$ cat src/hdl/cpu_macros.svh
`ifndef CPU_MACROS_SVH
`define CPU_MACROS_SVH

// data and address width
`define CPU_WORD_BITS 32

// general registers with one flag beside each
`define CPU_NUM_REGS 8

// first fetch address out of reset
`define CPU_RESET_PC 0

`endif

$ cat src/hdl/cpu_pkg.sv
`include "cpu_macros.svh"

package cpu_pkg;

    typedef logic [`CPU_WORD_BITS-1:0] word_t;

    typedef logic [$clog2(`CPU_NUM_REGS)-1:0] reg_idx_t;

    // one instruction walks all three states in order
    typedef enum logic [1:0]
    {
        FETCH   = 2'd0,
        EXECUTE = 2'd1,
        UPDATE  = 2'd2
    } cpu_state_e;

    typedef enum logic [5:0]
    {
        OP_NOP   = 6'd0,
        OP_ADD   = 6'd1,
        OP_SUB   = 6'd2,
        OP_AND   = 6'd3,
        OP_OR    = 6'd4,
        OP_XOR   = 6'd5,
        OP_LDI   = 6'd6,
        OP_STORE = 6'd7,
        OP_LOAD  = 6'd8,
        OP_JUMP  = 6'd9,
        OP_JFLAG = 6'd10
    } opcode_e;

    // msb first so op lands in bits 5..0
    typedef struct packed
    {
        logic [15:0] imm;
        logic        high;
        reg_idx_t    dst;
        reg_idx_t    src_b;
        reg_idx_t    src_a;
        opcode_e     op;
    } instr_t;

endpackage

$ cat src/hdl/cpu_alu.sv
module cpu_alu
    import cpu_pkg::*;
(
    input  opcode_e     op,
    input  logic        high,
    input  logic [15:0] imm,
    input  word_t       a_data,
    input  word_t       b_data,
    input  logic        a_flag,
    input  logic        b_flag,
    input  word_t       mem_data,
    output word_t       result,
    output logic        zero,
    output logic        wr_en,
    output logic        take_jump,
    output word_t       target
);

    always_comb
    begin
        result    = b_data;
        wr_en     = 1'b1;
        take_jump = 1'b0;
        case (op)
            OP_ADD:
                result = a_data + b_data;
            OP_SUB:
                result = a_data - b_data;
            OP_AND:
                result = a_data & b_data;
            OP_OR:
                result = a_data | b_data;
            OP_XOR:
                result = a_data ^ b_data;
            OP_LDI:
            begin
                if (high)
                    result = {imm, 16'h0000};
                else
                    result = word_t'(imm);
            end
            OP_LOAD:
                result = mem_data;
            OP_JUMP:
            begin
                wr_en     = 1'b0;
                take_jump = 1'b1;
            end
            OP_JFLAG:
            begin
                wr_en     = 1'b0;
                take_jump = a_flag;
            end
            // nop, store and undefined codes leave the banks alone
            default:
                wr_en = 1'b0;
        endcase
    end

    // non-writing ops pass B and its flag through
    assign zero = wr_en ? (result == '0) : b_flag;

    // jumps are absolute within the low 64K words
    assign target = word_t'(imm);

endmodule

$ cat src/hdl/cpu_sequencer.sv
`include "cpu_macros.svh"

module cpu_sequencer
    import cpu_pkg::*;
(
    input  logic        clock,
    input  logic        rst,
    input  word_t       data_in,
    input  logic        take_jump,
    input  word_t       target,
    input  word_t       a_value,
    output opcode_e     op,
    output reg_idx_t    src_a,
    output reg_idx_t    src_b,
    output reg_idx_t    dst,
    output logic        high,
    output logic [15:0] imm,
    output logic        exec_stb,
    output word_t       address,
    output logic        rw
);

    cpu_state_e state;
    cpu_state_e next_state;
    word_t      pc;
    instr_t     ir;
    logic       mem_op;

    always_comb
    begin
        case (state)
            FETCH:   next_state = EXECUTE;
            EXECUTE: next_state = UPDATE;
            default: next_state = FETCH;
        endcase
    end

    // pc only moves at the end of UPDATE
    always_ff @(posedge clock)
    begin
        if (rst)
        begin
            state <= FETCH;
            pc    <= word_t'(`CPU_RESET_PC);
        end
        else
        begin
            state <= next_state;
            if (state == UPDATE)
            begin
                pc <= take_jump ? target : pc + word_t'(1);
            end
        end
    end

    // memory answers in the same cycle, so capture on the FETCH edge
    always_ff @(posedge clock)
    begin
        if (state == FETCH)
        begin
            ir <= instr_t'(data_in);
        end
    end

    assign op    = ir.op;
    assign src_a = ir.src_a;
    assign src_b = ir.src_b;
    assign dst   = ir.dst;
    assign high  = ir.high;
    assign imm   = ir.imm;

    assign exec_stb = (state == EXECUTE);

    assign mem_op = (ir.op == OP_STORE) || (ir.op == OP_LOAD);

    // loads and stores address through register A while executing
    always_comb
    begin
        if (state == EXECUTE && mem_op)
            address = a_value;
        else
            address = pc;
    end

    assign rw = !(state == EXECUTE && ir.op == OP_STORE);

endmodule

$ cat src/hdl/cpu_top.sv
module cpu_top
    import cpu_pkg::*;
(
    input  logic  clock,
    input  logic  rst,
    input  word_t data_in,
    output word_t data_out,
    output word_t address,
    output logic  rw
);

    opcode_e     op;
    reg_idx_t    src_a;
    reg_idx_t    src_b;
    reg_idx_t    dst;
    logic        high;
    logic [15:0] imm;
    logic        exec_stb;
    word_t       rd_a_data;
    word_t       rd_b_data;
    logic        a_flag;
    logic        b_flag;
    word_t       result;
    logic        zero;
    logic        wr_en;
    logic        take_jump;
    word_t       target;
    logic        bank_wr;

    // both banks commit once, at the end of EXECUTE
    assign bank_wr = exec_stb & wr_en;

    // store data always comes from register B
    assign data_out = rd_b_data;

    cpu_sequencer u_seq (
        .clock     (clock),
        .rst       (rst),
        .data_in   (data_in),
        .take_jump (take_jump),
        .target    (target),
        .a_value   (rd_a_data),
        .op        (op),
        .src_a     (src_a),
        .src_b     (src_b),
        .dst       (dst),
        .high      (high),
        .imm       (imm),
        .exec_stb  (exec_stb),
        .address   (address),
        .rw        (rw)
    );

    register_bank #(
        .payload_t   (word_t),
        .reset_value ('0)
    ) u_regs (
        .clock     (clock),
        .rst       (rst),
        .wr_en     (bank_wr),
        .wr_idx    (dst),
        .wr_data   (result),
        .rd_a_idx  (src_a),
        .rd_b_idx  (src_b),
        .rd_a_data (rd_a_data),
        .rd_b_data (rd_b_data)
    );

    register_bank #(
        .payload_t   (logic),
        .reset_value (1'b0)
    ) u_flags (
        .clock     (clock),
        .rst       (rst),
        .wr_en     (bank_wr),
        .wr_idx    (dst),
        .wr_data   (zero),
        .rd_a_idx  (src_a),
        .rd_b_idx  (src_b),
        .rd_a_data (a_flag),
        .rd_b_data (b_flag)
    );

    cpu_alu u_alu (
        .op        (op),
        .high      (high),
        .imm       (imm),
        .a_data    (rd_a_data),
        .b_data    (rd_b_data),
        .a_flag    (a_flag),
        .b_flag    (b_flag),
        .mem_data  (data_in),
        .result    (result),
        .zero      (zero),
        .wr_en     (wr_en),
        .take_jump (take_jump),
        .target    (target)
    );

endmodule

$ cat src/hdl/register_bank.sv
`include "cpu_macros.svh"

module register_bank
    import cpu_pkg::*;
#(
    parameter type      payload_t   = word_t,
    parameter payload_t reset_value = '0
)
(
    input  logic     clock,
    input  logic     rst,
    input  logic     wr_en,
    input  reg_idx_t wr_idx,
    input  payload_t wr_data,
    input  reg_idx_t rd_a_idx,
    input  reg_idx_t rd_b_idx,
    output payload_t rd_a_data,
    output payload_t rd_b_data
);

    payload_t entries [`CPU_NUM_REGS];

    always_ff @(posedge clock)
    begin
        if (rst)
        begin
            for (int i = 0; i < `CPU_NUM_REGS; i++)
            begin
                entries[i] <= reset_value;
            end
        end
        else if (wr_en)
        begin
            entries[wr_idx] <= wr_data;
        end
    end

    // no bypass so a write shows up on the cycle after
    assign rd_a_data = entries[rd_a_idx];
    assign rd_b_data = entries[rd_b_idx];

endmodule

$ cat config.mk
export PLATFORM = sky130hd
export DESIGN_NAME = cpu_top
export DESIGN_NICKNAME = d
export VERILOG_FILES = /design/src/hdl/cpu_pkg.sv /design/src/hdl/cpu_alu.sv /design/src/hdl/cpu_sequencer.sv /design/src/hdl/cpu_top.sv /design/src/hdl/register_bank.sv
export VERILOG_INCLUDE_DIRS = /design/src /design/src/hdl
export SDC_FILE = /design/constraint.sdc
export NUM_CORES = 1
export LEC_CHECK = 0
export BUFFER_PORTS_ARGS = -buffer_cell sky130_fd_sc_hd__buf_2
export CORE_MARGIN = 3
export CORE_UTILIZATION = 50
export CTS_BUF_LIST = sky130_fd_sc_hd__clkbuf_16
export CTS_CLUSTER_SIZE = 28
export DETAILED_ROUTE_END_ITERATION = 8
export PLACE_DENSITY_LB_ADDON = 0.2
export SLEW_MARGIN = 10
export SYNTH_ARGS = -nofsm -noshare
export SYNTH_HDL_FRONTEND = slang
export SYNTH_HIERARCHICAL = 1
export SYNTH_SLANG_ARGS = --single-unit
export TNS_END_PERCENT = 10
$ cat constraint.sdc
create_clock -name clock -period 9.47 [get_ports clock]
set_clock_uncertainty 0.05 [all_clocks]
set_input_delay 1.4205 -clock clock [delete_from_list [all_inputs] [get_ports clock]]
set_output_delay 1.4205 -clock clock [all_outputs]
set_load 0.03 [all_outputs]
# After elaboration in Yosys (flattened, before gate mapping)
# Memories as Yosys holds them, arrays and structs flattened. A register that Yosys moved wholly into a read port is not among the register bits.
# Cells that the tools add are included.
[classes]
reduce_logical = 9
eq_ne = 12
n_bitwise = 4
n_addsub = 3
n_mux = 23
[ops]
columns = ["cell", "count"]
rows = [
  ["one-hot mux 32 bit (7 select lines)", 1],
  ["two-way mux 32 bit", 4],
  ["adder 32 x 1 -> 32 bit (second input constant)", 1],
  ["adder 32 bit", 1],
  ["AND 32 bit", 1],
  ["zero test 32 bit", 1],
  ["OR 32 bit", 1],
  ["OR reduction 32 bit", 1],
  ["subtractor 32 bit", 1],
  ["XOR 32 bit", 1],
  ["== test 6 x 3 -> 1 bit (second input constant)", 4],
  ["== test 6 x 4 -> 1 bit (second input constant)", 3],
  ["two-way mux 3 bit", 6],
  ["== test 6 x 2 -> 1 bit (second input constant)", 2],
  ["two-way mux 1 bit", 10],
  ["OR reduction 7 bit", 1],
  ["== test 6 x 1 -> 1 bit (second input constant)", 1],
  ["one-hot mux 2 bit (2 select lines)", 1],
  ["== test 2 x 1 -> 1 bit (second input constant)", 1],
  ["== test 2 bit (second input constant)", 1],
  ["logical AND 1 bit", 2],
  ["zero test 2 bit", 1],
  ["one-hot mux 1 bit (2 select lines)", 1],
  ["AND 1 bit", 1],
  ["3 further kinds", 3],
]
[totals]
ram_bits = 264
reg_bits = 66
inputBits = 34
memories = 2
output_inout_bits = 65
wordCells = 61
[memory_table]
columns = ["memory", "words", "width", "read_ports", "rd_ports_with_merged_regs", "write_ports", "line", "text"]
rows = [
  ["u_regs.entries", 8, 32, 2, 2, 8, "register_bank.sv:21", "payload_t entries [`CPU_NUM_REGS];"],
  ["u_flags.entries", 8, 1, 2, 2, 8, "register_bank.sv:21", ""],
]

# Longest topological paths before layout
[depth]
ltp_word = 9
ltp_mapped = 25
depth_no_buf = 23

# Cells and area by module
# Netlist, hierarchy kept.
[modules_own_cells]
columns = ["mod", "seq_area_each_um2", "cells_per_inst", "instances", "area_per_inst_um2"]
rows = [
  ["register_bank (u_regs)", 7687.4, 843, 1, 13645.6],
  ["cpu_alu", 0.0, 786, 1, 5410.2],
  ["cpu_sequencer", 1641.6, 363, 1, 3530.9],
  ["register_bank (u_flags)", 240.2, 43, 1, 534.3],
  ["cpu_top", 0.0, 1, 1, 6.3],
]

# Worst setup path before layout
# Ideal clock, no wire load.
[synth_path]
path_kind = "register to register"
start = "register, netlist name u_seq/src_b[0]"
end = "memory u_flags/entries[0] (netlist bit), data pin"
setup_slack_ps = 3047
period_less_slack_ps = 6423
n_path_buf = 2
stages_incl_launch_ff = 24
required_time_ps = 9263
arrival_time_ps = 6215
setup_time_ps = 157
path_cell_list = "edfxtp_1 buf_6 buf_6 mux4_1 mux2_2 or4_1 nor4_1 nand3_1 nor2_1 a41oi_1 xnor2_1 ha_1 a21oi_1 o211a_1 o32ai_1 or2_2 or3_1 a31o_2 or4b_1 or4b_1 nor3_2 a22o_1 nand4bb_1 nor3_1"
[synth_lines]
columns = ["element", "line"]
rows = [
  ["end: declaration", "register_bank.sv:21"],
]

==> impl_metrics.tcl <==
set metrics [dict create \
    vias 18210 \
    totalWireLength_um 77020 \
    timing.critical_path.cells "buf_4 -> mux4_1 -> mux2_2 -> or3_1 -> nor4_1 -> and3_1 -> nor2_1 -> xnor2_1 -> ha_1 -> and2_1 -> nor3b_1 -> o21a_1 -> o21a_1 -> nor3_1 -> nor3_1 -> o311ai_0 -> or4b_1 -> nor3_2 -> a22o_1 -> nand4b_1 -> nor3_1" \
    fin_worst_hold_slack_ps 450.4 \
    cpPeakStageDelay_ps 890 \
    antenna_found_initial 0 \
    detail_route.iter0.violations 2101 \
    yosys_register_bits 330 \
    period_needed_ps 7976 \
    min_path_cells 1 \
    grt_overflow 0 \
    synth-seq-area-share_pct 41.38 \
    ctsHoldBuffers 0 \
    synth.distinct_cells 89 \
    synth.avg_cell_area_um2 11.36 \
    synth.top_cells.by_count "sky130_fd_sc_hd__edfxtp_1, sky130_fd_sc_hd__nor3_1, sky130_fd_sc_hd__nand2_1" \
    die_y_um 221.1 \
    cts_buffers 38 \
    max-vdd-ir-drop_mv 0.1053 \
    grt_setup_unrepaired "no" \
    grt_pass1_wl_um 113800 \
    fin_nets 2175 \
    area.growth.synth_to_final_pct 8.483 \
    worstMarginPinSlew_ps 1100 \
    timing.reg2reg.worst_path_depth 21 \
    synth-warning-count 6 \
    synth_enable_flop_cells 296 \
    drtPass1Iterations 6 \
    groute.layer.met3.usage_pct 4.736 \
    yosys.area.top_type_share_pct 38.43 \
    synth_largest_area_cell "sky130_fd_sc_hd__edfxtp_1" \
    ant_nets 0 \
    floorplan.rows 78 \
    tritoncts_clock_tree "done" \
    detail_route.vias_per_cell 6.813 \
    worstSetupEndpointType "flop" \
    critical_path.max_fanout 22 \
    clock_transition_at_the_register_clock_pins_on_the_worst_setup_and_hold_paths_after_cts_ps 60 \
    grtUsageMet2_pct 48.41 \
    dp_hpwl_um 50990 \
    hp-class "reg -> reg" \
    run_status "finished clean" \
    h-tree-depth 2 \
    power.density_cell_area_nw_per_um2 179.2 \
    maximum_number_of_pins_on_one_net_before_global_route_repair 130 \
    detail_route.drc_violations 0 \
    floorplan.core_area_um2 45580 \
    slowest_stage "sky130_fd_sc_hd__edfxtp_1" \
    routabilityCongestion 0.9509 \
    root_buffer "sky130_fd_sc_hd__clkbuf_16" \
    synthFlopType "sky130_fd_sc_hd__edfxtp_1" \
    layout-drive-gt1-share_pct 18.82 \
    grt_pass1_vias 17490 \
    timing.final.max_slew_violations 0 \
    finalHoldViolations 0 \
    final_core_utilization_pct 55.05 \
    busiest_layer "met2" \
    drt-wirelength-per-cell_um 28.81 \
    grtUsageTotal_pct 30.51 \
    layout_worst_path_cycle_share_pct 84.23 \
    critical_path_type "reg -> reg" \
    clock.fmax_mhz 125.4 \
    floorplan.die_area_um2 48870 \
    critPathRequiredTime_ps 9820 \
    syn-instance-count 2036 \
    floorplan.initialDensity_pct 50.74 \
    ys_async_sr_fraction_pct 0 \
    numClockSinks 330 \
    max_slew_margin_pct 26.03 \
    timing.critical_path.mode_cell "sky130_fd_sc_hd__nor3_1" \
    setup_viol_count_final 0 \
    global_route.usage.met1_pct 42.94 \
    cts_max_path_bufs 3 \
    power_leakage_uw 0.009291 \
    post_cts_resized 0 \
    cp_data_arrival_time_ps 8330 \
    io_buffer_count 98 \
    pin_count 99 \
    synth.area.top_cells "sky130_fd_sc_hd__edfxtp_1, sky130_fd_sc_hd__mux4_1, sky130_fd_sc_hd__nor3_1" \
    max-cap-violations 0 \
    clock_insertion_delay_worst_skew_ps 570 \
    setup-tns-final_ps 0 \
    synthesis.area_um2 23130 \
    cell_with_the_most_instances_after_synthesis "sky130_fd_sc_hd__edfxtp_1" \
    die_x_um 221.1 \
    critPathLaunchType "flop" \
    cts.repair_timing.setup_buffer_count 0 \
]
-- layout by cell type (no fill, tap or decap), drive strengths merged, types with 9 or more instances in the layout --
cell,Yosys,routed
a222oi,9,9
a211oi,16,16
and3,20,20
o211ai,9,9
a22oi,26,26
nand3,25,25
inv,82,91
ha,97,97
or3,10,10
nor4,15,15
o2111ai,9,9
nand2,103,103
conb,1,16
a31oi,20,20
buf,103,138
clkbuf,83,38
nor2,99,99
o21ai,51,51
o21bai,14,14
nand4,18,18
xnor2,35,35
a21o,16,16
and2,11,11
dfxtp,34,34
o31ai,9,9
and4,12,12
nand2b,22,22
mux2,104,104
o41ai,9,9
mux4,132,132
clkinv,32,49
a21oi,60,60
a31o,11,11
nor3,290,290
a221oi,19,19
edfxtp,296,296
-- critical path: cells and delay by family, from the launching register on --
family	cells	cell delay [ps]
multiplexers	2	940
buffers and inverters	1	510
AO/OA/AOI/OAI	4	1100
XOR/XNOR	1	130
AND/OR/NAND/NOR	12	3800
flip-flops	1	890
adder cells (fa/ha/maj)	1	360
-- state kept, by name (all words and copies together) (netlist names) --
signal,flops
u_seq/src_a,3
u_regs/entries,256
u_seq/imm,16
u_seq/high,1
u_flags/entries,8
u_seq/state,2
u_seq/src_b,3
u_seq/dst,3
u_seq/op,6
u_seq/pc,32
-- routing by layer --
metal / vias to the layer above / wire, um
met5: - / 0
met4: 0 / 2658
met3: 134 / 6223
met2: 919 / 35740
met1: 9177 / 32390
li1: 7982 / -
-- per-stage QoR --
step | setup WS (ps) | std cells | area (um^2) | total power (uW)
after floorplan | 3047 | 2051 | 23180 | 2624
after global routing | 1023 | 2672 | 25090 | 4671
after CTS | 1542 | 2672 | 25090 | 4491
after detailed placement | 1580 | 2603 | 23870 | 3032
final | 1494 | 2673 | 25090 | 4497
after global placement | 1647 | 2603 | 23870 | 3024
-- cells by family after synthesis --
kind of cell,count (synthesis),share of synthesized area [%]
simple gates,673,14.89
compound gates,347,10.77
flops,330,41.38
buf+inv,300,6.319
mux,244,19.66
fa+ha+maj,98,5.334
xor+xnor,43,1.628
other cells,1,0.01621
-- path summary, 6_finish.rpt --
kind                                startpoint                  to  slack, ps
worst min register to register    u_seq/pc[18]        u_seq/pc[18]        450
worst min-delay path              u_seq/pc[18]        u_seq/pc[18]        450
worst max register to register  u_seq/src_b[0]  u_flags/entries[2]       1490
worst max-delay path            u_seq/src_b[0]  u_flags/entries[2]       1490
-- area by class of cell --
cell class	count	area (um^2)
clock buffers	38	950.9
well taps	600	750.7
clock inverters	31	270.3
multi-input cells	1421	12300
inverters	114	427.9
flip-flops and latches	330	9569
diodes	1	2.502
fillers	3850	20490
repair buffers	138	815.8
-- power by group --
| part | switching, uW | internal [uW] | total [uW] | leakage, uW |
|---|---|---|---|---|
| Combinational | 881 | 451 | 1330 | 0.00536 |
| Clock | 631 | 824 | 1460 | 0.000616 |
| Sequential | 63.9 | 1650 | 1710 | 0.00332 |
| Total | 1580 | 2920 | 4500 | 0.00929 |
Power figures use the tool's default switching activity.
